## src/source/rdma_wr_pkg.sv

```systemverilog
/*
 * Shared field widths, beat geometry and vector typedefs
 * for the RDMA write steering subsystem
 */
package rdma_wr_pkg;

  // --------------------------------------------------
  // Beat geometry
  // --------------------------------------------------

  // Data bits per beat
  parameter int DATA_BITS = 64;
  // One keep bit per data byte
  parameter int KEEP_BITS = DATA_BITS / 8;
  // Low length bits that select a byte inside a beat
  parameter int BEAT_LOG_BITS = $clog2(KEEP_BITS);

  // --------------------------------------------------
  // Request fields
  // --------------------------------------------------

  // Byte length of one write
  parameter int LEN_BITS = 16;
  // Process id
  parameter int PID_BITS = 6;
  // Virtual function id
  parameter int VFID_BITS = 4;

  typedef logic [LEN_BITS-1:0] len_t;
  typedef logic [PID_BITS-1:0] pid_t;
  typedef logic [VFID_BITS-1:0] vfid_t;

  // Queue pair number, vfid in the upper bits
  typedef logic [VFID_BITS+PID_BITS-1:0] qpn_t;

  // Beats per write, one extra bit for the round-up case
  typedef logic [LEN_BITS-BEAT_LOG_BITS:0] beats_t;

  typedef logic [DATA_BITS-1:0] beat_data_t;
  typedef logic [KEEP_BITS-1:0] beat_keep_t;

endpackage

```

## src/source/fifo_queue.sv

```systemverilog
/*
 * Generic valid/ready FIFO on a circular buffer
 * with occupancy count
 */
`timescale 1ns/1ps

module fifo_queue #(
  parameter int WIDTH = 8,
  parameter int DEPTH = 4
) (
  input  logic             aclk,
  input  logic             aresetn,
  // Write side
  input  logic             in_valid,
  output logic             in_ready,
  input  logic [WIDTH-1:0] in_data,
  // Read side
  output logic             out_valid,
  input  logic             out_ready,
  output logic [WIDTH-1:0] out_data
);

  // Pointer needs at least one bit even for a single entry
  localparam int PTR_BITS = (DEPTH > 1) ? $clog2(DEPTH) : 1;
  localparam int CNT_BITS = $clog2(DEPTH + 1);

  logic [WIDTH-1:0]    mem [DEPTH];
  logic [PTR_BITS-1:0] wr_ptr;
  logic [PTR_BITS-1:0] rd_ptr;
  logic [CNT_BITS-1:0] count;
  logic                push;
  logic                pop;

  // Full blocks writes even when a read happens in the same cycle
  assign in_ready  = (count != CNT_BITS'(DEPTH));
  assign out_valid = (count != '0);
  // Oldest word, straight from the storage array
  assign out_data  = mem[rd_ptr];

  assign push = in_valid && in_ready;
  assign pop  = out_valid && out_ready;

  // --------------------------------------------------
  // Pointers and occupancy
  // --------------------------------------------------
  always_ff @(posedge aclk or negedge aresetn) begin
    if (!aresetn) begin
      wr_ptr <= '0;
      rd_ptr <= '0;
      count  <= '0;
    end else begin
      // Wrap at DEPTH, which need not be a power of two
      if (push) begin
        wr_ptr <= (wr_ptr == PTR_BITS'(DEPTH - 1)) ? '0 : wr_ptr + 1'b1;
      end
      if (pop) begin
        rd_ptr <= (rd_ptr == PTR_BITS'(DEPTH - 1)) ? '0 : rd_ptr + 1'b1;
      end
      count <= count + CNT_BITS'(push) - CNT_BITS'(pop);
    end
  end

  // Storage array
  always_ff @(posedge aclk) begin
    if (push) begin
      mem[wr_ptr] <= in_data;
    end
  end

endmodule

```

## src/source/send_packer.sv

```systemverilog
/*
 * Send-queue record builder and output record queue
 */
`timescale 1ns/1ps

module send_packer #(
  parameter int DATA_DEPTH = 32
) (
  input  logic                     aclk,
  input  logic                     aresetn,
  // Beats of the current send write
  input  logic                     sp_beat_valid,
  output logic                     sp_beat_ready,
  input  rdma_wr_pkg::beat_data_t  sp_beat_data,
  input  logic                     sp_beat_last,
  input  rdma_wr_pkg::vfid_t       sp_vfid,
  input  rdma_wr_pkg::pid_t        sp_pid,
  // Send-queue records
  output logic                     rq_valid,
  input  logic                     rq_ready,
  output rdma_wr_pkg::qpn_t        rq_qpn,
  output logic                     rq_last,
  output rdma_wr_pkg::beat_data_t  rq_msg
);

  import rdma_wr_pkg::*;

  // Record layout is qpn, last, message
  localparam int REC_BITS = VFID_BITS + PID_BITS + 1 + DATA_BITS;

  qpn_t                qpn;
  logic [REC_BITS-1:0] rec_in;

  // --------------------------------------------------
  // Record build
  // --------------------------------------------------

  // vfid on top, pid below
  assign qpn    = {sp_vfid, sp_pid};
  assign rec_in = {qpn, sp_beat_last, sp_beat_data};

  // Absorbs stalls from the send queue
  fifo_queue #(
    .WIDTH (REC_BITS),
    .DEPTH (DATA_DEPTH)
  ) rec_q_i (
    .aclk      (aclk),
    .aresetn   (aresetn),
    .in_valid  (sp_beat_valid),
    .in_ready  (sp_beat_ready),
    .in_data   (rec_in),
    .out_valid (rq_valid),
    .out_ready (rq_ready),
    .out_data  ({rq_qpn, rq_last, rq_msg})
  );

endmodule

```

## config.mk

```make
export PLATFORM = sky130hd
export DESIGN_NAME = send_packer
export DESIGN_NICKNAME = d
export VERILOG_FILES = /design/src/source/rdma_wr_pkg.sv /design/src/source/fifo_queue.sv /design/src/source/send_packer.sv
export SDC_FILE = /design/constraint.sdc
export NUM_CORES = 2
export LEC_CHECK = 0
export ABC_AREA = 0
export BUFFER_PORTS_ARGS = -buffer_cell sky130_fd_sc_hd__buf_2
export CAP_MARGIN = 30
export CORE_ASPECT_RATIO = 1.4
export CORE_MARGIN = 2
export CORE_UTILIZATION = 40
export DETAILED_ROUTE_END_ITERATION = 8
export SKIP_LAST_GASP = 1
export SLEW_MARGIN = 10
export SYNTH_ARGS = -nofsm -noshare
export SYNTH_HDL_FRONTEND = slang
export SYNTH_HIERARCHICAL = 1
export SYNTH_SLANG_ARGS = --single-unit
```

## constraint.sdc

```tcl
create_clock -name aclk -period 8.9 [get_ports aclk]
set_input_delay 0.89 -clock aclk [delete_from_list [all_inputs] [get_ports aclk]]
set_output_delay 0.89 -clock aclk [all_outputs]
set_load 0.01 [all_outputs]
```

==> impl_summary.txt <==
----------------------------------------------------
[Status]
  Outcome ... finished, final reports clean

[Synth]
  Ys async rst share ... 0.00662
  Post-synth top area cell ... edfxtp_1
  Mapped Area ... 0.0922 mm²
  Adder-cell area share of the yosys netlist ... 0.00239
  Synthesized netlist net count ... around 4200
  Simple-gate share of the synthesized area ... 0.0143
  Register area share after synthesis ... 0.786
  Ys flop type ... edfxtp_1
  Mapped Cells ... 4081
  Complex-gate fraction of the synthesized area ... 0.0325
  Mapped Avg Cell Area ... 22.6 µm²
  Number of synthesis warnings ... 6
  Combinational family with the most area after synthesis ... multiplexers
  Cell with the most instances after synthesis ... edfxtp_1
  #FFs+latches synth ... 2416
  Number of synthesized flops with an enable pin ... 2400
  Proportion of netlist area held by the largest area contributor ... 0.782
  Post-Synth XOR/XNOR Area ... 0.000285
  Top cells by area in the synthesized netlist ... edfxtp_1 (78%), mux4_2 (11%), mux2_2 (1.3%)
  Count of different cell masters after synthesis ... 54
  Commonest cells post-synth ... edfxtp_1 (2400), mux4_2 (469), o22ai_1 (149), mux2_2 (108), mux2i_1 (104)
  Post-synthesis mux area share ... 0.147

[GRT]
  Pin count of the biggest net entering global routing ... around 140
  Wire length of the first global-routing pass ... 327000 µm
  Number of global-route vias before repair ... 45300
  Gr usage total ... 0.193
  Number of antenna violations at the first check in global routing ... 18
  Grt ovf ... 0

[Die]
  Effective utilization at floorplan ... 0.402
  Width of the die ... approximately 410 µm
  Vertical die dimension ... 572 µm
  Die footprint ... 0.234 mm²
  Core footprint ... 0.229 mm²
  Cell Rows ... 208
  Ports ... 156

[Clock network]
  Clock network latency to the later pin of the worst-skew pair ... 900 ps
  Number of buffers between clock root and the deepest sink ... 4
  Clock buffer count from CTS ... 230
  CTS hold repair buffers ... 1
  Number of setup buffers added after CTS ... 0
  Clock-pin slew on the worst setup and hold paths ... 60 ps
  H-tree levels ... 4
  Clk Tree Root Cell ... clkbuf_16
  TritonCTS clock tree ... yes
  # clock sinks ... 2416
  Post-CTS resize count ... 0

[Drt]
  Residual antenna-violating net count after detailed routing ... 0
  Routed wire length per instance ... 30.2 µm
  Iteration count of the initial detailed-routing pass ... 5
  Vias per std cell ... 5.74
  DRC violations left ... 0
  Vias ... 43500
  Post-detailed-routing wire length ... 229000 µm
  DRC marker count from the first detailed-route iteration ... 4293

[Power and ir drop]
  Worst vdd ir ... 0.232 mV
  Areal power density over the cells ... 292 mW/mm²
  Total Power ... between 30000 and 40000 µW
  Static leakage power ... ~0.032 µW

[Finish]
  Fraction of final layout cells with drive strength greater than 1 ... 0.282
  Fillcell total ... 19000
  Fin nets ... 4458
  Syn-to-layout area delta ... 12.7%

[STA]
  Final TNS setup ... 0 ps
  Slew margin rel. ... 0.294
  Unrepaired setup endpoints after global routing ... false
  Number of hold-slack violations in the final timing report ... 0
  Clock period minus worst slack ... 6200 ps
  Transition time at the pin with the least slew margin ... 1060 ps
  Top achievable clock speed ... 161 MHz
  Count of final max-slew check failures ... 0
  Number of setup violations in the final report ... 0
  Post-route clock skew ... 86.6 ps
  Fraction of the cycle the final worst path needs ... 0.697

[Flow run]
  Max-cap check violation count ... 0

[Critical path]
  Reg2Reg Setup Slack ... between 4000 and 5000 ps
  Data arrival time at the worst-slack endpoint ... 5310 ps
  CP startpoint ... rec_q_i/rd_ptr[1]$_DFFE_PN0P_
  Data required, critical path ... between 8000 and 9000 ps
  Endpoint of the most critical register-to-register path ... rec_q_i/mem[0][23]$_DFFE_PP_
  Worst Setup Path Type ... reg2out
  Length in cells of the worst reg-to-reg path ... 8
  Crit path launch type ... flip-flop
  Max Fanout on Critical Path ... 48
  Origin of the critical flop-to-flop path ... rec_q_i/count[2]$_DFF_PN0_
  Critical path capture point type ... output pin

[Placement]
  Count of input and output buffers ... 155
  GP Congestion ... 0.738
  Detailed placement HPWL ... 121000 µm

[Hold path]
  Hold Path Origin ... rq_ready
  Type of the worst min-delay path ... in2reg
  Cell count of the worst hold path ... 4
  Hold Crit Endpoint ... rec_q_i/rd_ptr[3]$_DFFE_PN0P_

----------------------------------------------------
worst max path at each step:
stage	end	slack, ps	cells past startpoint
final	rq_qpn[9]	2700	7
after global routing	rq_msg[0]	2560	7
after global placement	rq_qpn[9]	3580	7
after floorplan	rec_q_i/mem[15][0]$_DFFE_PP_	3750	4
after detailed placement	rq_msg[0]	3610	7
after CTS	rq_msg[0]	2650	7
placed cells by master, fill, tap and decap left out, types with 76 or more instances in the layout:
cell type  netlist  final
nand2_1         91     89
buf_2           76    155
a22oi_1         76     76
buf_4           42    107
mux2i_1        104    104
mux2_2         108    108
edfxtp_1      2400   2400
clkbuf_16        0    231
o22ai_1        149    149
mux4_2         469    469
flip-flops by register name, indices dropped and copies added (netlist names):
| signal | cells |
|---|---|
| rec_q_i/mem | 2400 |
| rec_q_i/count | 6 |
| rec_q_i/rd_ptr | 5 |
| rec_q_i/wr_ptr | 5 |
cell type report:
class	instances	area, µm²	share of cell area
multi-input cells	1415	18400	0.178
clock inverters	119	982	0.00946
diodes	3	7.51	0.0000723
clock buffers	286	5990	0.0577
repair buffers	283	2050	0.0197
well taps	3045	3810	0.0367
inverters	16	60.1	0.000578
flip-flops and latches	2416	72500	0.698
logic make-up after synthesis:
group                      Yosys count
DFF                               2416
muxes                              730
AOI/OAI and AO/OA                  397
and+or+nand+nor                    268
buffers and inverters              250
adders and majority gates           17
xor gates and xnor gates             3
metal layers:
layer | wire, µm | GRT usage | vias to the layer above
met5 | 73 | 0 | -
met4 | 6270 | 0.0561 | 12
met3 | 12000 | 0.0256 | 360
met2 | 121000 | 0.346 | 1319
met1 | 89700 | 0.246 | 23900
li1 | - | - | 18000
per-stage QoR:
step / instances / hold slack, ps / utilization / instance area, µm² / setup WS [ps]
4_1_cts: 7576 / 392 / 0.452 / 104000 / 2650
3_3_place_gp: 7160 / 531 / 0.421 / 96500 / 3580
3_5_place_dp: 7170 / 543 / 0.422 / 96700 / 3610
2_1_floorplan: 4081 / 486 / - / 92200 / 3750
6_report: 7583 / 437 / 0.453 / 104000 / 2700
5_1_grt: 7581 / 431 / 0.453 / 104000 / 2560
critical path, cell delays in order, from the launching register on:
cell	delay, ps
dfrtp_4	730
buf_4	740
nor2b_4	810
buf_4	660
a22oi_1	190
and3_1	230
a31oi_1	730
buf_2	280
power by group:
group	internal, µW	switching, µW
Combinational	3140	4540
Sequential	13100	226
Clock	5150	4110
Note: power is estimated with default switching activity, not from simulation.
