--- src/source/rdma_wr_pkg.sv ---
/*
 * Shared field widths, beat geometry and vector typedefs
 * for the RDMA write steering subsystem
 */
package rdma_wr_pkg;

  // --------------------------------------------------
  // Beat geometry
  // --------------------------------------------------

  // Data bits per beat
  parameter int DATA_BITS = 64;
  // One keep bit per data byte
  parameter int KEEP_BITS = DATA_BITS / 8;
  // Low length bits that select a byte inside a beat
  parameter int BEAT_LOG_BITS = $clog2(KEEP_BITS);

  // --------------------------------------------------
  // Request fields
  // --------------------------------------------------

  // Byte length of one write
  parameter int LEN_BITS = 16;
  // Process id
  parameter int PID_BITS = 6;
  // Virtual function id
  parameter int VFID_BITS = 4;

  typedef logic [LEN_BITS-1:0] len_t;
  typedef logic [PID_BITS-1:0] pid_t;
  typedef logic [VFID_BITS-1:0] vfid_t;

  // Queue pair number, vfid in the upper bits
  typedef logic [VFID_BITS+PID_BITS-1:0] qpn_t;

  // Beats per write, one extra bit for the round-up case
  typedef logic [LEN_BITS-BEAT_LOG_BITS:0] beats_t;

  typedef logic [DATA_BITS-1:0] beat_data_t;
  typedef logic [KEEP_BITS-1:0] beat_keep_t;

endpackage

--- src/source/fifo_queue.sv ---
/*
 * Generic valid/ready FIFO on a circular buffer
 * with occupancy count
 */
`timescale 1ns/1ps

module fifo_queue #(
  parameter int WIDTH = 8,
  parameter int DEPTH = 4
) (
  input  logic             aclk,
  input  logic             aresetn,
  // Write side
  input  logic             in_valid,
  output logic             in_ready,
  input  logic [WIDTH-1:0] in_data,
  // Read side
  output logic             out_valid,
  input  logic             out_ready,
  output logic [WIDTH-1:0] out_data
);

  // Pointer needs at least one bit even for a single entry
  localparam int PTR_BITS = (DEPTH > 1) ? $clog2(DEPTH) : 1;
  localparam int CNT_BITS = $clog2(DEPTH + 1);

  logic [WIDTH-1:0]    mem [DEPTH];
  logic [PTR_BITS-1:0] wr_ptr;
  logic [PTR_BITS-1:0] rd_ptr;
  logic [CNT_BITS-1:0] count;
  logic                push;
  logic                pop;

  // Full blocks writes even when a read happens in the same cycle
  assign in_ready  = (count != CNT_BITS'(DEPTH));
  assign out_valid = (count != '0);
  // Oldest word, straight from the storage array
  assign out_data  = mem[rd_ptr];

  assign push = in_valid && in_ready;
  assign pop  = out_valid && out_ready;

  // --------------------------------------------------
  // Pointers and occupancy
  // --------------------------------------------------
  always_ff @(posedge aclk or negedge aresetn) begin
    if (!aresetn) begin
      wr_ptr <= '0;
      rd_ptr <= '0;
      count  <= '0;
    end else begin
      // Wrap at DEPTH, which need not be a power of two
      if (push) begin
        wr_ptr <= (wr_ptr == PTR_BITS'(DEPTH - 1)) ? '0 : wr_ptr + 1'b1;
      end
      if (pop) begin
        rd_ptr <= (rd_ptr == PTR_BITS'(DEPTH - 1)) ? '0 : rd_ptr + 1'b1;
      end
      count <= count + CNT_BITS'(push) - CNT_BITS'(pop);
    end
  end

  // Storage array
  always_ff @(posedge aclk) begin
    if (push) begin
      mem[wr_ptr] <= in_data;
    end
  end

endmodule

--- src/source/host_wr_path.sv ---
/*
 * Host write path with request and data queues,
 * store-and-forward release of requests
 */
`timescale 1ns/1ps

module host_wr_path #(
  parameter int N_OUTSTANDING = 8,
  parameter int DATA_DEPTH    = 32
) (
  input  logic                     aclk,
  input  logic                     aresetn,
  // From steering
  input  logic                     hp_req_valid,
  output logic                     hp_req_ready,
  input  rdma_wr_pkg::vfid_t       hp_req_vfid,
  input  rdma_wr_pkg::pid_t        hp_req_pid,
  input  rdma_wr_pkg::len_t        hp_req_len,
  input  logic                     hp_beat_valid,
  output logic                     hp_beat_ready,
  input  rdma_wr_pkg::beat_data_t  hp_beat_data,
  input  rdma_wr_pkg::beat_keep_t  hp_beat_keep,
  input  logic                     hp_beat_last,
  input  logic                     hp_burst_done,
  // To the DMA engine
  output logic                     hreq_valid,
  input  logic                     hreq_ready,
  output rdma_wr_pkg::vfid_t       hreq_vfid,
  output rdma_wr_pkg::pid_t        hreq_pid,
  output rdma_wr_pkg::len_t        hreq_len,
  output logic                     hdata_tvalid,
  input  logic                     hdata_tready,
  output rdma_wr_pkg::beat_data_t  hdata_tdata,
  output rdma_wr_pkg::beat_keep_t  hdata_tkeep,
  output logic                     hdata_tlast
);

  import rdma_wr_pkg::*;

  // Bounded by queued requests
  localparam int DONE_BITS = $clog2(N_OUTSTANDING + 1);

  logic                 rq_out_valid;
  logic                 rq_out_ready;
  logic                 release_req;
  logic [DONE_BITS-1:0] done_cnt;

  fifo_queue #(
    .WIDTH (VFID_BITS + PID_BITS + LEN_BITS),
    .DEPTH (N_OUTSTANDING)
  ) req_q_i (
    .aclk      (aclk),
    .aresetn   (aresetn),
    .in_valid  (hp_req_valid),
    .in_ready  (hp_req_ready),
    .in_data   ({hp_req_vfid, hp_req_pid, hp_req_len}),
    .out_valid (rq_out_valid),
    .out_ready (rq_out_ready),
    .out_data  ({hreq_vfid, hreq_pid, hreq_len})
  );

  // Data flows out freely, only requests wait
  fifo_queue #(
    .WIDTH (DATA_BITS + KEEP_BITS + 1),
    .DEPTH (DATA_DEPTH)
  ) data_q_i (
    .aclk      (aclk),
    .aresetn   (aresetn),
    .in_valid  (hp_beat_valid),
    .in_ready  (hp_beat_ready),
    .in_data   ({hp_beat_data, hp_beat_keep, hp_beat_last}),
    .out_valid (hdata_tvalid),
    .out_ready (hdata_tready),
    .out_data  ({hdata_tdata, hdata_tkeep, hdata_tlast})
  );

  // --------------------------------------------------
  // Release only with a whole burst buffered
  // --------------------------------------------------
  assign hreq_valid   = rq_out_valid && (done_cnt != '0);
  assign rq_out_ready = hreq_ready && (done_cnt != '0);
  assign release_req  = hreq_valid && hreq_ready;

  // Completed bursts not yet matched by a released request
  always_ff @(posedge aclk or negedge aresetn) begin
    if (!aresetn) begin
      done_cnt <= '0;
    end else begin
      done_cnt <= done_cnt + DONE_BITS'(hp_burst_done) - DONE_BITS'(release_req);
    end
  end

endmodule

--- config.mk ---
export PLATFORM = sky130hd
export DESIGN_NAME = host_wr_path
export DESIGN_NICKNAME = d
export VERILOG_FILES = /design/src/source/rdma_wr_pkg.sv /design/src/source/fifo_queue.sv /design/src/source/host_wr_path.sv
export SDC_FILE = /design/constraint.sdc
export NUM_CORES = 2
export LEC_CHECK = 0
export BUFFER_PORTS_ARGS = -buffer_cell sky130_fd_sc_hd__buf_2
export CORE_MARGIN = 2
export CORE_UTILIZATION = 55
export CTS_CLUSTER_DIAMETER = 200
export DETAILED_ROUTE_END_ITERATION = 8
export MAX_ROUTING_LAYER = met4
export PLACE_DENSITY = 0.71
export SLEW_MARGIN = 20
export SYNTH_ARGS = -nofsm -noshare
export SYNTH_HDL_FRONTEND = slang
export SYNTH_HIERARCHICAL = 1
export SYNTH_SLANG_ARGS = --single-unit
--- constraint.sdc ---
create_clock -name aclk -period 11.5 [get_ports aclk]
set_clock_uncertainty 0.15 [all_clocks]
set_input_delay 0.575 -clock aclk [delete_from_list [all_inputs] [get_ports aclk]]
set_output_delay 0.575 -clock aclk [all_outputs]
set_load 0.01 [all_outputs]
==> impl_metrics.env <==
export IMPL_rr_endpoint="data_q_i/mem[26][35]$_DFFE_PP_"
export IMPL_die_area_sq_um=181700
export IMPL_drt_pass1_iterations=5
export IMPL_powerDensity_nw_per_um2=228.3
export IMPL_slew_headroom=0.2236
export IMPL_synth_edff_count=2544
export IMPL_endpoint="hdata_tkeep[7]"
export IMPL_fin_crit_sh=0.5354
export IMPL_synthCells=4290
export IMPL_nets=4837
export IMPL_root_buffer="clkbuf_16"
export IMPL_cts_sinks=2574
export IMPL_cts_buffer_depth=3
export IMPL_worst_r2r_cell_count=8
export IMPL_synth_seq_cells=2574
export IMPL_worstMarginPinSlew_ns=1.165
export IMPL_finalCoreUtilization=0.6220
export IMPL_io_buffer_count=208
export IMPL_timing_rr_start="data_q_i/count[2]$_DFF_PN0_"
export IMPL_drv_slew=0
export IMPL_maxCapViolations=0
export IMPL_critical_path_class="reg -> out"
export IMPL_crit_arrival_ns=5.43
export IMPL_status="completed"
export IMPL_hold_class="in -> reg"
export IMPL_drt_iter0_drc=6489
export IMPL_synth_top_flop_cell="edfxtp_1"
export IMPL_ir_worst_vdd_uv=230.5
export IMPL_gr_usage_all_layers=0.2652
export IMPL_ys_warnings_count=6
export IMPL_start_kind="register"
export IMPL_wl_met2_um=113700
export IMPL_seq_area_frac_synth=0.7864
export IMPL_setup_tns_ns=0
export IMPL_highest_layer="met4"
export IMPL_drive_gt1_frac=0.2768
export IMPL_clk_pin_slew_ns=0.06
export IMPL_clock_latency_ns=0.88
export IMPL_placement_rows=155
export IMPL_grt_first_pass_wirelength_um=333000
export IMPL_yosys_area_top_type="edfxtp_1"
export IMPL_overflow=0
export IMPL_cts_tree="yes"
export IMPL_rsz0062_at_grt="false"
export IMPL_synth_area_leaders="edfxtp_1 78%, mux4_2 11%, mux2_2 1.4%"
export IMPL_routedWlPerCell_um=32.14
export IMPL_syn_to_final_growth_pct=12.77
export IMPL_vias=47510
export IMPL_preCtsSetupSlack_ns=6.059
export IMPL_syn_area_per_cell_sq_um=22.87
export IMPL_synth_area_sq_um=98090
export IMPL_fp_dieH_um=426.3
export IMPL_drt_vias_per_instance=6.535
export IMPL_synth_top_area_frac=0.7788
export IMPL_core_region_area_sq_um=177800
export IMPL_routed_wl_met3_um=22380
export IMPL_r2r_slack_ns=6.52
export IMPL_place_congestion=0.7713
export IMPL_p_total_w=0.02526
export IMPL_antenna_found_initial=17
export IMPL_dp_hpwl_um=119800
export IMPL_setup_ws_ns=5.343
export IMPL_io_pins=209
export IMPL_met1_length_um=91120
export IMPL_start_util=0.5516
export IMPL_cp_max_fo=116
export IMPL_setup_violations_final=0
export IMPL_yosysMostFrequentCell="edfxtp_1"
export IMPL_final_hold_violation_count=0
export IMPL_ant_nets=0
export IMPL_htreeDepth=4
export IMPL_synthTopCellsByCount="2544 x edfxtp_1, 471 x mux4_2, 145 x o22ai_1"
export IMPL_routed_wl_um=233700
export IMPL_cp_startpoint="data_q_i/rd_ptr[1]$_DFFE_PN0P_"
export IMPL_ctsResizeCount=0
export IMPL_die_x_um=426.3
export IMPL_grt_max_degree=127
export IMPL_ys_async_sr_fraction=0.01166
export IMPL_synth_nets=4430
export IMPL_grt_pass1_vias=47550
export IMPL_hold_start="hp_beat_data[5]"
export IMPL_max_freq_mhz=162.4
export IMPL_cp_required_ns=10.78
export IMPL_p_leak_nw=34.96
export IMPL_cts_buffers=238
export IMPL_synth_cell_types=56
export IMPL_min_period_ns=6.157
export IMPL_end_kind="output pin"
export IMPL_post_route_drc_count=0
how the worst min path moves through the flow:
stage                                                end  depth (start not counted)  slack (ns)
after global routing       data_q_i/mem[9][48]$_DFFE_PP_                          1        0.05
after floorplan              data_q_i/count[0]$_DFF_PN0_                          0        0.13
after CTS                 data_q_i/mem[31][20]$_DFFE_PP_                          1      0.0005
after global placement        req_q_i/count[0]$_DFF_PN0_                          1        0.38
after detailed placement      req_q_i/count[0]$_DFF_PN0_                          1        0.39
final                     data_q_i/mem[18][14]$_DFFE_PP_                          1        0.05
logic make-up after synthesis:
group	Yosys count	synth area share
AND/OR/NAND/NOR	125	0.006365
buffers and inverters	267	0.01482
AO/OA/AOI/OAI	499	0.03686
flip-flops	2574	0.7864
XOR/XNOR	7	0.0006250
adder cells (fa/ha/maj)	34	0.004566
multiplexers	784	0.1503
layer usage:
| layer | global-route usage | vias up |
|---|---|---|
| met5 | - | - |
| li1 | - | 19260 |
| met4 | 0.08045 | 0 |
| met3 | 0.05110 | 365 |
| met2 | 0.4082 | 2547 |
| met1 | 0.3650 | 25340 |
worst max-delay path: stages (launching register included):
cell	delay (ns)
dfrtp_4	1.01
buf_12	0.62
and3_4	0.60
buf_4	0.66
a221o_1	0.30
a21oi_1	0.05
a211oi_1	0.83
buf_2	0.27
what timing repair did:
item                                    CTS  global route
hold buffers                             80             0
setup buffers                             0             0
endpoints found under the hold margin  1497             0
power breakdown:
group	switching (W)	internal (W)
Sequential	0.000295	0.0109
Clock	0.00340	0.00436
Combinational	0.00367	0.00262
Total	0.00737	0.0179
state kept, by name (all words and copies together), names as in the netlist:
name	count
data_q_i/mem	2336
done_cnt	4
data_q_i/rd_ptr	5
req_q_i/count	4
req_q_i/rd_ptr	3
data_q_i/wr_ptr	5
req_q_i/mem	208
req_q_i/wr_ptr	3
data_q_i/count	6
layout by cell type, fill, tap and decap left out, types with 5 or more instances in the layout:
master            n
a211oi_1         51
a211oi_2         21
a21oi_1          76
a221o_1          52
a22oi_1         115
buf_2           208
buf_4           113
bufinv_16        22
clkbuf_1         52
clkbuf_16       239
clkbuf_8          5
clkinv_1         48
clkinv_16         7
clkinv_2         56
clkinvlp_4        7
dfrtp_1          23
diode_2          13
dlygate4sd3_1    80
edfxtp_1       2544
ha_1             31
inv_1            28
mux2_1           17
mux2_2          124
mux2i_1         121
mux4_1           51
mux4_2          471
nand2_1          23
nand2b_1          6
nor2_1           12
nor2_4           33
o21ai_0           8
o221ai_1         20
o22ai_1         145
xor2_1            5
per-stage QoR:
step / hold slack [ns] / instances / area [sq um]
CTS: 0.0005375 / 7256 / 110600
detailed placement: 0.3873 / 6731 / 102000
floorplan: 0.1294 / 4290 / 98090
finish: 0.05377 / 7270 / 110600
global route: 0.05284 / 7268 / 110600
global placement: 0.3760 / 6731 / 102000
final cells by class:
cell class / count / area (sq um)
Multi-Input combinational cell: 1449 / 19850
Tap cell: 2355 / 2947
Antenna cell: 13 / 32.53
Clock inverter: 149 / 1510
Timing Repair Buffer: 405 / 2770
Sequential cell: 2574 / 77160
Clock buffer: 296 / 6245
Fill cell: 11870 / 67210
Inverter: 29 / 108.9
Note: power is estimated with default switching activity, not from simulation.
