[config.mk]
export PLATFORM = sky130hd
export DESIGN_NAME = wr_data_steer
export DESIGN_NICKNAME = d
export VERILOG_FILES = /design/src/source/rdma_wr_pkg.sv /design/src/source/fifo_queue.sv /design/src/source/wr_data_steer.sv
export SDC_FILE = /design/constraint.sdc
export NUM_CORES = 1
export LEC_CHECK = 0
export ABC_CLOCK_PERIOD_IN_PS = 5000
export BUFFER_PORTS_ARGS = -buffer_cell sky130_fd_sc_hd__buf_2
export CAP_MARGIN = 20
export CORE_ASPECT_RATIO = 1.1
export CORE_MARGIN = 2
export CORE_UTILIZATION = 34
export CTS_CLUSTER_DIAMETER = 60
export CTS_CLUSTER_SIZE = 40
export DETAILED_ROUTE_END_ITERATION = 12
export GPL_TIMING_DRIVEN = 0
export PLACE_DENSITY = 0.67
export SLEW_MARGIN = 15
export SYNTH_ARGS = -nofsm -noshare
export SYNTH_HDL_FRONTEND = slang
export SYNTH_HIERARCHICAL = 1
export SYNTH_SLANG_ARGS = --single-unit
[constraint.sdc]
create_clock -name aclk -period 5 [get_ports aclk]
set_clock_uncertainty 0.2 [all_clocks]
set_input_delay 1 -clock aclk [delete_from_list [all_inputs] [get_ports aclk]]
set_output_delay 1 -clock aclk [all_outputs]
set_load 0.02 [all_outputs]
[src/source/rdma_wr_pkg.sv]
/*
 * Shared field widths, beat geometry and vector typedefs
 * for the RDMA write steering subsystem
 */
package rdma_wr_pkg;

  // --------------------------------------------------
  // Beat geometry
  // --------------------------------------------------

  // Data bits per beat
  parameter int DATA_BITS = 64;
  // One keep bit per data byte
  parameter int KEEP_BITS = DATA_BITS / 8;
  // Low length bits that select a byte inside a beat
  parameter int BEAT_LOG_BITS = $clog2(KEEP_BITS);

  // --------------------------------------------------
  // Request fields
  // --------------------------------------------------

  // Byte length of one write
  parameter int LEN_BITS = 16;
  // Process id
  parameter int PID_BITS = 6;
  // Virtual function id
  parameter int VFID_BITS = 4;

  typedef logic [LEN_BITS-1:0] len_t;
  typedef logic [PID_BITS-1:0] pid_t;
  typedef logic [VFID_BITS-1:0] vfid_t;

  // Queue pair number, vfid in the upper bits
  typedef logic [VFID_BITS+PID_BITS-1:0] qpn_t;

  // Beats per write, one extra bit for the round-up case
  typedef logic [LEN_BITS-BEAT_LOG_BITS:0] beats_t;

  typedef logic [DATA_BITS-1:0] beat_data_t;
  typedef logic [KEEP_BITS-1:0] beat_keep_t;

endpackage

[src/source/fifo_queue.sv]
/*
 * Generic valid/ready FIFO on a circular buffer
 * with occupancy count
 */
`timescale 1ns/1ps

module fifo_queue #(
  parameter int WIDTH = 8,
  parameter int DEPTH = 4
) (
  input  logic             aclk,
  input  logic             aresetn,
  // Write side
  input  logic             in_valid,
  output logic             in_ready,
  input  logic [WIDTH-1:0] in_data,
  // Read side
  output logic             out_valid,
  input  logic             out_ready,
  output logic [WIDTH-1:0] out_data
);

  // Pointer needs at least one bit even for a single entry
  localparam int PTR_BITS = (DEPTH > 1) ? $clog2(DEPTH) : 1;
  localparam int CNT_BITS = $clog2(DEPTH + 1);

  logic [WIDTH-1:0]    mem [DEPTH];
  logic [PTR_BITS-1:0] wr_ptr;
  logic [PTR_BITS-1:0] rd_ptr;
  logic [CNT_BITS-1:0] count;
  logic                push;
  logic                pop;

  // Full blocks writes even when a read happens in the same cycle
  assign in_ready  = (count != CNT_BITS'(DEPTH));
  assign out_valid = (count != '0);
  // Oldest word, straight from the storage array
  assign out_data  = mem[rd_ptr];

  assign push = in_valid && in_ready;
  assign pop  = out_valid && out_ready;

  // --------------------------------------------------
  // Pointers and occupancy
  // --------------------------------------------------
  always_ff @(posedge aclk or negedge aresetn) begin
    if (!aresetn) begin
      wr_ptr <= '0;
      rd_ptr <= '0;
      count  <= '0;
    end else begin
      // Wrap at DEPTH, which need not be a power of two
      if (push) begin
        wr_ptr <= (wr_ptr == PTR_BITS'(DEPTH - 1)) ? '0 : wr_ptr + 1'b1;
      end
      if (pop) begin
        rd_ptr <= (rd_ptr == PTR_BITS'(DEPTH - 1)) ? '0 : rd_ptr + 1'b1;
      end
      count <= count + CNT_BITS'(push) - CNT_BITS'(pop);
    end
  end

  // Storage array
  always_ff @(posedge aclk) begin
    if (push) begin
      mem[wr_ptr] <= in_data;
    end
  end

endmodule

[src/source/wr_data_steer.sv]
/*
 * Request acceptance, outstanding-request queue and
 * per-write data steering by beat count
 */
`timescale 1ns/1ps

module wr_data_steer #(
  parameter int N_OUTSTANDING = 8
) (
  input  logic                     aclk,
  input  logic                     aresetn,
  // Write requests
  input  logic                     req_valid,
  output logic                     req_ready,
  input  logic                     req_host,
  input  rdma_wr_pkg::vfid_t       req_vfid,
  input  rdma_wr_pkg::pid_t        req_pid,
  input  rdma_wr_pkg::len_t        req_len,
  // Write data
  input  logic                     wr_tvalid,
  output logic                     wr_tready,
  input  rdma_wr_pkg::beat_data_t  wr_tdata,
  input  rdma_wr_pkg::beat_keep_t  wr_tkeep,
  input  logic                     wr_tlast,
  // Host path
  output logic                     hp_req_valid,
  input  logic                     hp_req_ready,
  output rdma_wr_pkg::vfid_t       hp_req_vfid,
  output rdma_wr_pkg::pid_t        hp_req_pid,
  output rdma_wr_pkg::len_t        hp_req_len,
  output logic                     hp_beat_valid,
  input  logic                     hp_beat_ready,
  output rdma_wr_pkg::beat_data_t  hp_beat_data,
  output rdma_wr_pkg::beat_keep_t  hp_beat_keep,
  output logic                     hp_beat_last,
  output logic                     hp_burst_done,
  // Send packer
  output logic                     sp_beat_valid,
  input  logic                     sp_beat_ready,
  output rdma_wr_pkg::beat_data_t  sp_beat_data,
  output logic                     sp_beat_last,
  output rdma_wr_pkg::vfid_t       sp_vfid,
  output rdma_wr_pkg::pid_t        sp_pid
);

  import rdma_wr_pkg::*;

  // Routing entry is host bit, vfid, pid and length
  localparam int OQ_WIDTH = 1 + VFID_BITS + PID_BITS + LEN_BITS;

  typedef enum logic {
    ST_IDLE,
    ST_STEER
  } state_t;

  state_t  state_q;
  state_t  state_d;

  logic    oq_in_valid;
  logic    oq_in_ready;
  logic    oq_out_valid;
  logic    oq_out_ready;
  logic    next_host;
  vfid_t   next_vfid;
  pid_t    next_pid;
  len_t    next_len;
  beats_t  next_beats;
  logic    load;

  // Current write
  logic    host_q;
  vfid_t   vfid_q;
  pid_t    pid_q;
  beats_t  beats_q;
  beats_t  beat_cnt;
  logic    beat_fire;
  logic    tr_done;

  // --------------------------------------------------
  // Request side
  // --------------------------------------------------

  // Host requests also need room in the host request queue
  assign req_ready    = oq_in_ready && (!req_host || hp_req_ready);
  assign oq_in_valid  = req_valid && (!req_host || hp_req_ready);
  assign hp_req_valid = req_valid && req_host && oq_in_ready;
  assign hp_req_vfid  = req_vfid;
  assign hp_req_pid   = req_pid;
  assign hp_req_len   = req_len;

  // Keeps steering in request order
  fifo_queue #(
    .WIDTH (OQ_WIDTH),
    .DEPTH (N_OUTSTANDING)
  ) outstanding_q_i (
    .aclk      (aclk),
    .aresetn   (aresetn),
    .in_valid  (oq_in_valid),
    .in_ready  (oq_in_ready),
    .in_data   ({req_host, req_vfid, req_pid, req_len}),
    .out_valid (oq_out_valid),
    .out_ready (oq_out_ready),
    .out_data  ({next_host, next_vfid, next_pid, next_len})
  );

  // Beats = length / 8, rounded up
  assign next_beats = beats_t'(next_len[LEN_BITS-1:BEAT_LOG_BITS])
                    + beats_t'(next_len[BEAT_LOG_BITS-1:0] != '0);

  // --------------------------------------------------
  // Steering FSM
  // --------------------------------------------------
  assign beat_fire = wr_tvalid && wr_tready;
  // Ends on the counted beat, incoming last is not trusted
  assign tr_done   = beat_fire && (beat_cnt == beats_q - beats_t'(1));
  assign load      = oq_out_valid && oq_out_ready;

  always_comb begin
    state_d      = state_q;
    oq_out_ready = 1'b0;
    case (state_q)
      ST_IDLE: begin
        if (oq_out_valid) begin
          oq_out_ready = 1'b1;
          state_d      = ST_STEER;
        end
      end
      ST_STEER: begin
        // Chain straight into a waiting write
        if (tr_done) begin
          oq_out_ready = oq_out_valid;
          if (!oq_out_valid) begin
            state_d = ST_IDLE;
          end
        end
      end
      default: state_d = ST_IDLE;
    endcase
  end

  always_ff @(posedge aclk or negedge aresetn) begin
    if (!aresetn) begin
      state_q  <= ST_IDLE;
      host_q   <= 1'b0;
      beats_q  <= '0;
      beat_cnt <= '0;
    end else begin
      state_q <= state_d;
      if (load) begin
        host_q   <= next_host;
        beats_q  <= next_beats;
        beat_cnt <= '0;
      end else if (tr_done) begin
        beat_cnt <= '0;
      end else if (beat_fire) begin
        beat_cnt <= beat_cnt + beats_t'(1);
      end
    end
  end

  // Queue pair fields of the current write
  always_ff @(posedge aclk) begin
    if (load) begin
      vfid_q <= next_vfid;
      pid_q  <= next_pid;
    end
  end

  // --------------------------------------------------
  // Beat routing, no register on the path
  // --------------------------------------------------
  assign wr_tready     = (state_q == ST_STEER) && (host_q ? hp_beat_ready : sp_beat_ready);

  assign hp_beat_valid = (state_q == ST_STEER) && host_q && wr_tvalid;
  assign hp_beat_data  = wr_tdata;
  assign hp_beat_keep  = wr_tkeep;
  assign hp_beat_last  = wr_tlast;
  // Host path counts finished bursts from this
  assign hp_burst_done = tr_done && host_q;

  // Send side carries no keep
  assign sp_beat_valid = (state_q == ST_STEER) && !host_q && wr_tvalid;
  assign sp_beat_data  = wr_tdata;
  assign sp_beat_last  = wr_tlast;
  assign sp_vfid       = vfid_q;
  assign sp_pid        = pid_q;

endmodule

==> impl_metrics.tcl, run 1 <==
set metrics [dict create \
    status "finished clean" \
    num_vias 7050 \
    end_kind "flop" \
    htree_levels 1 \
    root_buffer "clkbuf_16" \
    grt_max_degree 41 \
    place_area_mm2 0.01438 \
    drtIter0Drc 317 \
    cts_buffers 19 \
    dieArea_mm2 0.03809 \
    wl_per_cell_um 18.62 \
    crit_path_start_kind "flop" \
    crit_fanout 10 \
    ys_seq_elements 266 \
    grt_pass1_wl_mm 40.58 \
    fin_crit_ps 4588 \
    grt_use_total_pct 14.43 \
    synth.most_common_cell "edfxtp_1" \
    synth_fa_ha_area_share_pct 1.571 \
    hold_buffers 0 \
    slew_viol_final 0 \
    placed_cells 1498 \
    power.internal_mw 3.911 \
    core_area_mm2 0.03608 \
    synthXorXnorAreaFrac_pct 3.172 \
    final_area_mm2 0.01510 \
    cpMaxStageDelayCell "or4_1" \
    die_width_um 186.3 \
    p_sw_mw 1.438 \
    fin_util_pct 41.85 \
    io_buffer_count 213 \
    total_power_mw 5.350 \
    tightest_slew_ps 981.5 \
    yosys.area.top_type "edfxtp_1" \
    fin_crit_sh_pct 91.77 \
    multi_input_area_mm2 0.003278 \
    cpLargestDelayFamily "simple AND/OR/NAND/NOR gates" \
    syn_avg_cell_area_um2 15.99 \
    seqCellArea_mm2 0.007787 \
    grt-ovfl-total 0 \
    synth_top_family_by_area "multiplexers" \
    layout-drive-gt1-share_pct 53.07 \
    globalplace.congestion 0.7441 \
    slew_headroom_pct 33.97 \
    netlist_area_mm2 0.01242 \
    ys_warn_count 6 \
    max-cap-violations 0 \
    insertion_delay_ps 510 \
    die_h_um 204.5 \
    muxShareOfSynthArea_pct 14.42 \
    dr.pass1.iters 4 \
    synth_edf_count 226 \
    rsz0062_at_grt "false" \
    row_count 73 \
    drt-total-wl_mm 28.60 \
    yosys-top-cells-count "edfxtp_1, buf_4, mux4_2" \
    tritoncts "built" \
    syn_nets 899 \
    hold_viol 0 \
    power_density_mw_per_mm2 354.3 \
    io_pins 287 \
    post_cts_buffers 0 \
    async_reset_ff_share_pct 15.04 \
    yosysTopAreaCellShare_pct 54.62 \
    fin_cells 1536 \
    power.leakage_nw 5.881 \
    start_util_pct 34.44 \
    p_clk_share_pct 32.0 \
    hold_class "reg -> reg" \
    arrival_ps 4810 \
    grt_antenna_before_repair 4 \
    yosysSeqAreaShare_pct 62.68 \
    synth-compound-area-share_pct 1.581 \
    pwr-share-comb_pct 16.0 \
    syn_inst 777 \
    clock_path_buffers 3 \
    synthTopCellsByArea "edfxtp_1, buf_4, mux4_2, dfrtp_1, mux2_2" \
    vdd_drop_max_mv 0.2290 \
    synth_top_flop_cell "edfxtp_1" \
    clk_pin_slew_ps 90 \
    seqPwrFrac_pct 52.0 \
    worst-path-buf-inv 5 \
    cts-resized-gates 0 \
    finalSetupViolCount 0 \
    grt_pass1_vias 6688 \
    place_hpwl_mm 21.43 \
    slowest_delay_ps 520 \
    required_ps 5220 \
    fmax_mhz 217.9 \
    nFillCells 3233 \
    synth_simple_gate_area_share_pct 5.136 \
    cts_sinks 266 \
    nets 1154 \
    routed_via_density 4.590 \
    worstSetupPathType "reg -> reg" \
    synth_cell_types 54 \
    p_sw_share_pct 26.88 \
    crit_chain "inv_1 -> ha_1 -> or4b_1 -> buf_2 -> or4_1 -> o311a_1 -> o31ai_1 -> nand2_2 -> o31ai_4 -> buf_8 -> nand2_1 -> inv_1 -> ha_1 -> inv_1 -> ha_1 -> a21o_1 -> a21oi_1 -> xor2_1" \
    antenna_left 0 \
    drc 0 \
    area_growth_pct 21.52 \
]
[sequential cells by signal (all words and copies together) (netlist names)]
register                cells
outstanding_q_i/count       4
beat_cnt                   14
outstanding_q_i/mem       216
state_q                     1
outstanding_q_i/rd_ptr      3
outstanding_q_i/wr_ptr      3
sp_pid                      6
host_q                      1
beats_q                    14
sp_vfid                     4
[final cells by class]
type,count,share of cell area [%]
Sequential cell,266,51.58
Multi-Input combinational cell,311,21.71
Buffer,186,9.066
Timing Repair Buffer,234,8.519
Tap cell,487,4.036
Clock buffer,20,3.174
Clock inverter,13,1.483
Inverter,14,0.3481
Antenna cell,5,0.08287
[path summary, 6_finish.rpt]
path | startpoint | to | slack (ps) | cells past startpoint
setup / recovery | beats_q[0] | outstanding_q_i/count[3] | 410 | 18
hold / removal | outstanding_q_i/count[0] | outstanding_q_i/count[0] | 360 | 1
setup reg to reg | beats_q[0] | outstanding_q_i/count[3] | 410 | 18
hold reg to reg | outstanding_q_i/count[0] | outstanding_q_i/count[0] | 360 | 1
max in group asynchronous | aresetn | beat_cnt[1] | 3520 | 1
min in group asynchronous | aresetn | host_q | 430 | 1
[metal layers]
metal	track usage [%]	vias to the layer above	part of all wire [%]
met5	0	-	0.045
met4	2.447	2	1.1
met3	2.382	23	8.0
met2	27.88	274	54
met1	16.78	3494	37
li1	-	3257	-
[kinds of logic (layout without fill, tap and decap cells)]
group,count (synthesis),after routing
adders and majority gates,15,15
AOI/OAI and AO/OA,22,22
xor gates and xnor gates,45,45
and+or+nand+nor,126,126
muxes,103,103
DFF,266,266
buffers and inverters,200,467
other,0,5
[power by group through the flow]
stage | registers (mW) | logic [mW] | clock network (mW)
final | 2.78 | 0.856 | 1.71
after global routing | 2.80 | 0.937 | 1.83
after CTS | 2.78 | 0.874 | 1.75
after detailed placement | 2.83 | 0.867 | 0
after global placement | 2.83 | 0.764 | 0
after floorplan | 2.80 | 0.548 | 0
[worst register-to-register path, delay by kind of cell (launching register included)]
family / cells / cell delay [ps]
buf+inv: 5 / 640
simple gates: 4 / 1330
xor+xnor: 1 / 160
flops: 1 / 440
fa+ha+maj: 3 / 660
compound gates: 5 / 1070
[per-stage QoR]
stage                     TNS [ps]  hold slack, ps  setup WS, ps
after CTS                        0           355.6         331.6
after global routing             0           376.1         88.06
after detailed placement         0           332.7         314.3
final                            0           356.1         411.7
after floorplan                  0           288.0         313.6
after global placement     -189530           320.8         -2589
[layout by cell type, fill, tap and decap left out, drive strengths merged, types with 2 or more instances in the layout]
cell type / n
mux2: 47
bufinv: 2
or4: 2
and3: 6
nor3: 12
mux4: 54
nand3: 13
nand2b: 4
and2: 5
o31a: 2
nand2: 23
o31ai: 3
dfrtp: 40
or3b: 4
nor4: 4
inv: 20
nand4: 7
clkinv: 5
edfxtp: 226
nor2: 35
ha: 14
nor2b: 4
xnor2: 23
o21ai: 4
mux2i: 2
o311a: 2
or3: 2
a21oi: 3
buf: 412
xor2: 22
clkbuf: 28
diode: 5
No activity file was read; power rests on OpenSTA's default activity.
==> run 2, diff against run 1 <==
- ABC_CLOCK_PERIOD_IN_PS: 5000 -> 4950
- SYNTH_HIERARCHICAL: 1 -> not set
- clock period: 5 -> 4.95 ns (I/O delays scaled with it)
==> run 2 against run 1 <==
  * Routed wire length is essentially flat
  * Combinational power shrank 1%
  * Sequential power is essentially flat
  * Design area shrank 0.65%
  * Setup slack worse by 110 ps
  * Critical path type unchanged
==> impl_metrics.tcl, run 2 <==
set metrics [dict create \
    status "finished clean" \
    netlist_area_mm2 0.01222 \
    fin_crit_sh_pct 93.93 \
    ys_seq_elements 266 \
    yosys-top-cells-count "edfxtp_1, buf_4, nand2_1" \
    required_ps 5150 \
    synth_top_flop_cell "edfxtp_1" \
    die_h_um 202.9 \
    final_common_cell "edfxtp_1" \
    drc 0 \
    drtIter0Drc 405 \
    antenna_left 0 \
    htree_levels 1 \
    fmax_mhz 215.1 \
    cpMaxStageDelayCell "clkbuf_1" \
    pre_cts_slack_ps 271.4 \
    grt_pass1_wl_mm 42.06 \
    power_density_mw_per_mm2 368.7 \
    top_register "outstanding_q_i.mem" \
    slew_headroom_pct 39.82 \
    row_count 72 \
    die_width_um 184.8 \
    syn_nets 929 \
    crit_fanout 10 \
    power.leakage_nw 5.911 \
    finalSetupViolCount 0 \
    core_area_mm2 0.03531 \
    post_cts_buffers 0 \
    nets 1179 \
    grt_pass1_vias 6933 \
    yosysTopAreaCellShare_pct 55.52 \
    insertion_delay_ps 560 \
    arrival_ps 4840 \
    worstSetupPathType "reg -> reg" \
    ys_warn_count 0 \
    syn_avg_cell_area_um2 15.15 \
    slowest_delay_ps 640 \
    synth_edf_count 226 \
    reg.largest.list "outstanding_q_i.mem (216), beat_cnt (14), beats_q (14)" \
    root_buffer "clkbuf_16" \
    area_growth_pct 22.71 \
    synthTopCellsByArea "edfxtp_1, buf_4, dfrtp_1, mux4_2, xnor2_1" \
    wl_per_cell_um 18.37 \
    vdd_drop_max_mv 0.3810 \
    clock_path_buffers 3 \
    yosysSeqAreaShare_pct 63.71 \
    crit_chain "buf_4 -> buf_2 -> buf_1 -> clkbuf_1 -> mux4_2 -> nand2_1 -> nand2_1 -> ha_1 -> ha_1 -> o21a_1 -> nand2b_1 -> nor4b_1 -> xnor2_1 -> mux2_1" \
    dieArea_mm2 0.03748 \
    globalplace.congestion 0.7317 \
    layout-drive-gt1-share_pct 47.49 \
    fin_ws_ps 300.6 \
    setup_tns_ps 0 \
    dr.pass1.iters 4 \
    hold_class "reg -> reg" \
    yosys.area.top_type "edfxtp_1" \
    clk_pin_slew_ps 70 \
    slew_viol_final 0 \
    io_buffer_count 213 \
    synth_cell_types 53 \
    synth.most_common_cell "edfxtp_1" \
    grt_use_total_pct 15.00 \
    fin_crit_ps 4649 \
    num_vias 7112 \
    io_pins 287 \
    rsz0062_at_grt "false" \
    layout_common_cells "edfxtp_1, buf_2, buf_4" \
    tightest_slew_ps 902.7 \
    drt-total-wl_mm 28.62 \
    cts_buffers 23 \
    syn_inst 807 \
    async_reset_ff_share_pct 15.04 \
    grt-ovfl-total 0 \
    largest_reg_flops 216 \
    tritoncts "built" \
    routed_via_density 4.565 \
    place_hpwl_mm 20.99 \
    hold_viol 0 \
    hold_buffers 0 \
    start_util_pct 34.61 \
    crit_path_start_kind "flop" \
    max-cap-violations 0 \
    cts_sinks 266 \
    end_kind "flop" \
    grt_max_degree 41 \
    grt_antenna_before_repair 2 \
]
[run 2: what timing repair did]
action	in CTS	in global routing
hold endpoints to repair	0	0
gates resized for setup	0	1
setup endpoints to repair	0	1
[run 2: cell families (layout without fill, tap and decap cells)]
logic type | count (synthesis) | in the layout | synth area share, %
fa+ha+maj | 15 | 15 | 1.597
xor+xnor | 42 | 42 | 3.009
simple gates | 164 | 164 | 6.695
buf+inv | 198 | 465 | 11.35
other cells | 0 | 3 | 0
mux | 86 | 86 | 11.82
compound gates | 36 | 36 | 1.812
flops | 266 | 266 | 63.71
[run 2: report_power, final]
group	internal, mW	switching [mW]	total [mW]
Sequential	2.67	0.0880	2.76
Clock	0.948	0.978	1.93
Combinational	0.361	0.482	0.844
[run 2: routing by layer]
metal	wire (um)	up-vias	track usage (%)
met2	14580	281	27.41
met3	2210	34	3.013
li1	-	3322	-
met5	18	-	0
met1	11220	3473	18.16
met4	589	2	3.260
[run 2: per-stage QoR]
step / utilization (%) / power, mW / hold slack, ps / cell area [um^2] / instances
2_1_floorplan: - / 3.331 / 279.5 / 12220 / 807
3_3_place_gp: 39.34 / 3.572 / 293.2 / 13890 / 1501
3_5_place_dp: 40.08 / 3.664 / 313.5 / 14150 / 1513
4_1_cts: 42.45 / 5.584 / 330.7 / 14990 / 1555
5_1_grt: 42.45 / 5.761 / 349.9 / 14990 / 1555
6_report: 42.47 / 5.531 / 316.2 / 15000 / 1558
[run 2: final cells by class]
type | count | area [um^2]
fill | 3165 | 20310
timing repair buffer | 225 | 1272
sequential | 266 | 7787
antenna | 3 | 7.507
multi-input combinational | 343 | 3103
inverter | 16 | 60.06
buffer | 182 | 1329
clock inverter | 19 | 262.8
tap | 481 | 601.8
clock buffer | 23 | 575.6
[run 2: critical path, delay by kind of cell, from the launching register on]
family,cells,cell delay (ps)
buffers and inverters,4,1840
and+or+nand+nor,4,700
muxes,2,630
DFF,1,450
adders and majority gates,2,370
AOI/OAI and AO/OA,1,200
xor gates and xnor gates,1,120
[run 2: worst paths after layout]
| check | from | to | slack [ps] | cells past startpoint |
|---|---|---|---|---|
| max | outstanding_q_i.rd_ptr[1] | beats_q[12] | 300 | 14 |
| min | beats_q[13] | beats_q[13] | 320 | 1 |
| max reg2reg | outstanding_q_i.rd_ptr[1] | beats_q[12] | 300 | 14 |
| min reg2reg | beats_q[13] | beats_q[13] | 320 | 1 |
| max in group asynchronous | aresetn | beat_cnt[1] | 3580 | 1 |
| min in group asynchronous | aresetn | outstanding_q_i.rd_ptr[0] | 380 | 1 |
==> run 3, diff against run 2 <==
- SETUP_SLACK_MARGIN: not set -> 0.4
==> run 3 against run 2 <==
  * Flip-flop and latch count is the same
  * Largest cell class unchanged
  * First-iteration DRC count grew 8.6%
  * Non-clock buffer count is the same
==> impl_metrics.tcl, run 3 (synthesized netlist as in run 2, its figures left out) <==
set metrics [dict create \
    power.leakage_nw 5.926 \
    clk_pin_slew_ps 90 \
    htree_levels 1 \
    cts_sinks 266 \
    insertion_delay_ps 560 \
    pre_cts_slack_ps 271.4 \
    core_area_mm2 0.03531 \
    globalplace.congestion 0.7317 \
    hold_viol 0 \
    max-cap-violations 0 \
    dieArea_mm2 0.03748 \
    arrival_ps 4430 \
    die_width_um 184.8 \
    reg.largest.list "outstanding_q_i.mem (216), beat_cnt (14), beats_q (14)" \
    grt_use_total_pct 15.00 \
    required_ps 5150 \
    num_vias 7124 \
    fin_crit_ps 4230 \
    drt-total-wl_mm 28.65 \
    grt_pass1_wl_mm 42.06 \
    grt_max_degree 41 \
    io_pins 287 \
    wl_per_cell_um 18.39 \
    tritoncts "built" \
    final_common_cell "edfxtp_1" \
    cts_buffers 23 \
    largest_reg_flops 216 \
    worstSetupPathType "reg -> reg" \
    hold_buffers 0 \
    layout-drive-gt1-share_pct 47.86 \
    crit_fanout 10 \
    dr.pass1.iters 4 \
    crit_path_start_kind "flop" \
    routed_via_density 4.573 \
    tightest_slew_ps 900.9 \
    top_register "outstanding_q_i.mem" \
    nets 1179 \
    regToRegSetupSlack_ps 720 \
    fin_crit_sh_pct 85.46 \
    end_kind "flop" \
    slew_viol_final 0 \
    fmax_mhz 236.4 \
    layout_common_cells "edfxtp_1, buf_2, buf_4" \
    io_buffer_count 213 \
    vdd_drop_max_mv 0.3809 \
    drc 0 \
    place_hpwl_mm 20.99 \
    post_cts_buffers 0 \
    root_buffer "clkbuf_16" \
    fin_ws_ps 719.8 \
    status "finished clean" \
    total_power_mw 5.532 \
    power_density_mw_per_mm2 368.7 \
    die_h_um 202.9 \
    grt_antenna_before_repair 2 \
    rsz0062_at_grt "false" \
    grt_pass1_vias 6933 \
    finalSetupViolCount 0 \
    row_count 72 \
    area_growth_pct 22.76 \
    antenna_left 0 \
    start_util_pct 34.61 \
    setup_tns_ps 0 \
    clock_path_buffers 3 \
    slew_headroom_pct 39.94 \
    grt-ovfl-total 0 \
    drtIter0Drc 440 \
    hold_class "reg -> reg" \
]
==> run 3: changes by cell type in the layout (fill, tap and decap cells not counted), sizes merged <==
cell    change
buf         -2
clkbuf      +2
==> run 3: path summary, 6_finish.rpt <==
kind                                           start                   endpoint  cells after the start
max                        outstanding_q_i.rd_ptr[0]                beats_q[12]                     12
max in group asynchronous                    aresetn                beat_cnt[1]                      1
min reg2reg                              beats_q[13]                beats_q[13]                      1
min                                      beats_q[13]                beats_q[13]                      1
min in group asynchronous                    aresetn  outstanding_q_i.rd_ptr[0]                      1
max reg2reg                outstanding_q_i.rd_ptr[0]                beats_q[12]                     12
==> run 3: layer usage <==
metal / vias up / part of all wire [%] / GRT usage (%)
li1: 3322 / - / -
met2: 304 / 51 / 27.41
met5: - / 0.063 / 0
met4: 2 / 2.1 / 3.260
met3: 34 / 8.4 / 3.013
met1: 3462 / 38 / 18.16
==> run 3: stage by stage <==
| step | hold slack [ps] | cell area, um^2 | cells | util, % |
|---|---|---|---|---|
| after floorplan | 279.5 | 12220 | 807 | - |
| after global placement | 293.2 | 13890 | 1501 | 39.34 |
| after detailed placement | 313.5 | 14150 | 1513 | 40.08 |
| after CTS | 330.7 | 14990 | 1555 | 42.46 |
| after global routing | 349.9 | 15000 | 1555 | 42.47 |
| final | 316.2 | 15000 | 1558 | 42.49 |
==> run 3: final cells by class <==
class / instances / area [um^2]
Multi-Input combinational cell: 343 / 3103
Antenna cell: 3 / 7.507
Inverter: 16 / 60.06
Clock inverter: 19 / 262.8
Buffer: 182 / 1334
Sequential cell: 266 / 7787
Timing Repair Buffer: 225 / 1272
Clock buffer: 23 / 575.6
Tap cell: 481 / 601.8
Fill cell: 3168 / 20310
==> run 3: worst max-delay path, stage by stage, from the launching register on <==
cell and delay [ps]:
dfrtp_1 450, buf_2 370, buf_2 380, buf_1 610, a21oi_1 200, mux4_2 530
ha_1 250, ha_1 200, o21a_1 160, nand2b_1 190, nor4b_1 100, xnor2_1 150
mux2_1 300
==> run 3: where the power goes <==
| group | leakage (nW) | internal [mW] | total, mW | switching [mW] |
|---|---|---|---|---|
| combinational | 2.95 | 0.362 | 0.845 | 0.483 |
| clock | 0.403 | 0.948 | 1.93 | 0.979 |
| sequential | 2.57 | 2.67 | 2.76 | 0.0880 |
==> run 3: timing repair <==
action,4_1_cts,5_1_grt
hold endpoints to repair,0,0
gates resized for setup,2,5
setup endpoints to repair,4,6
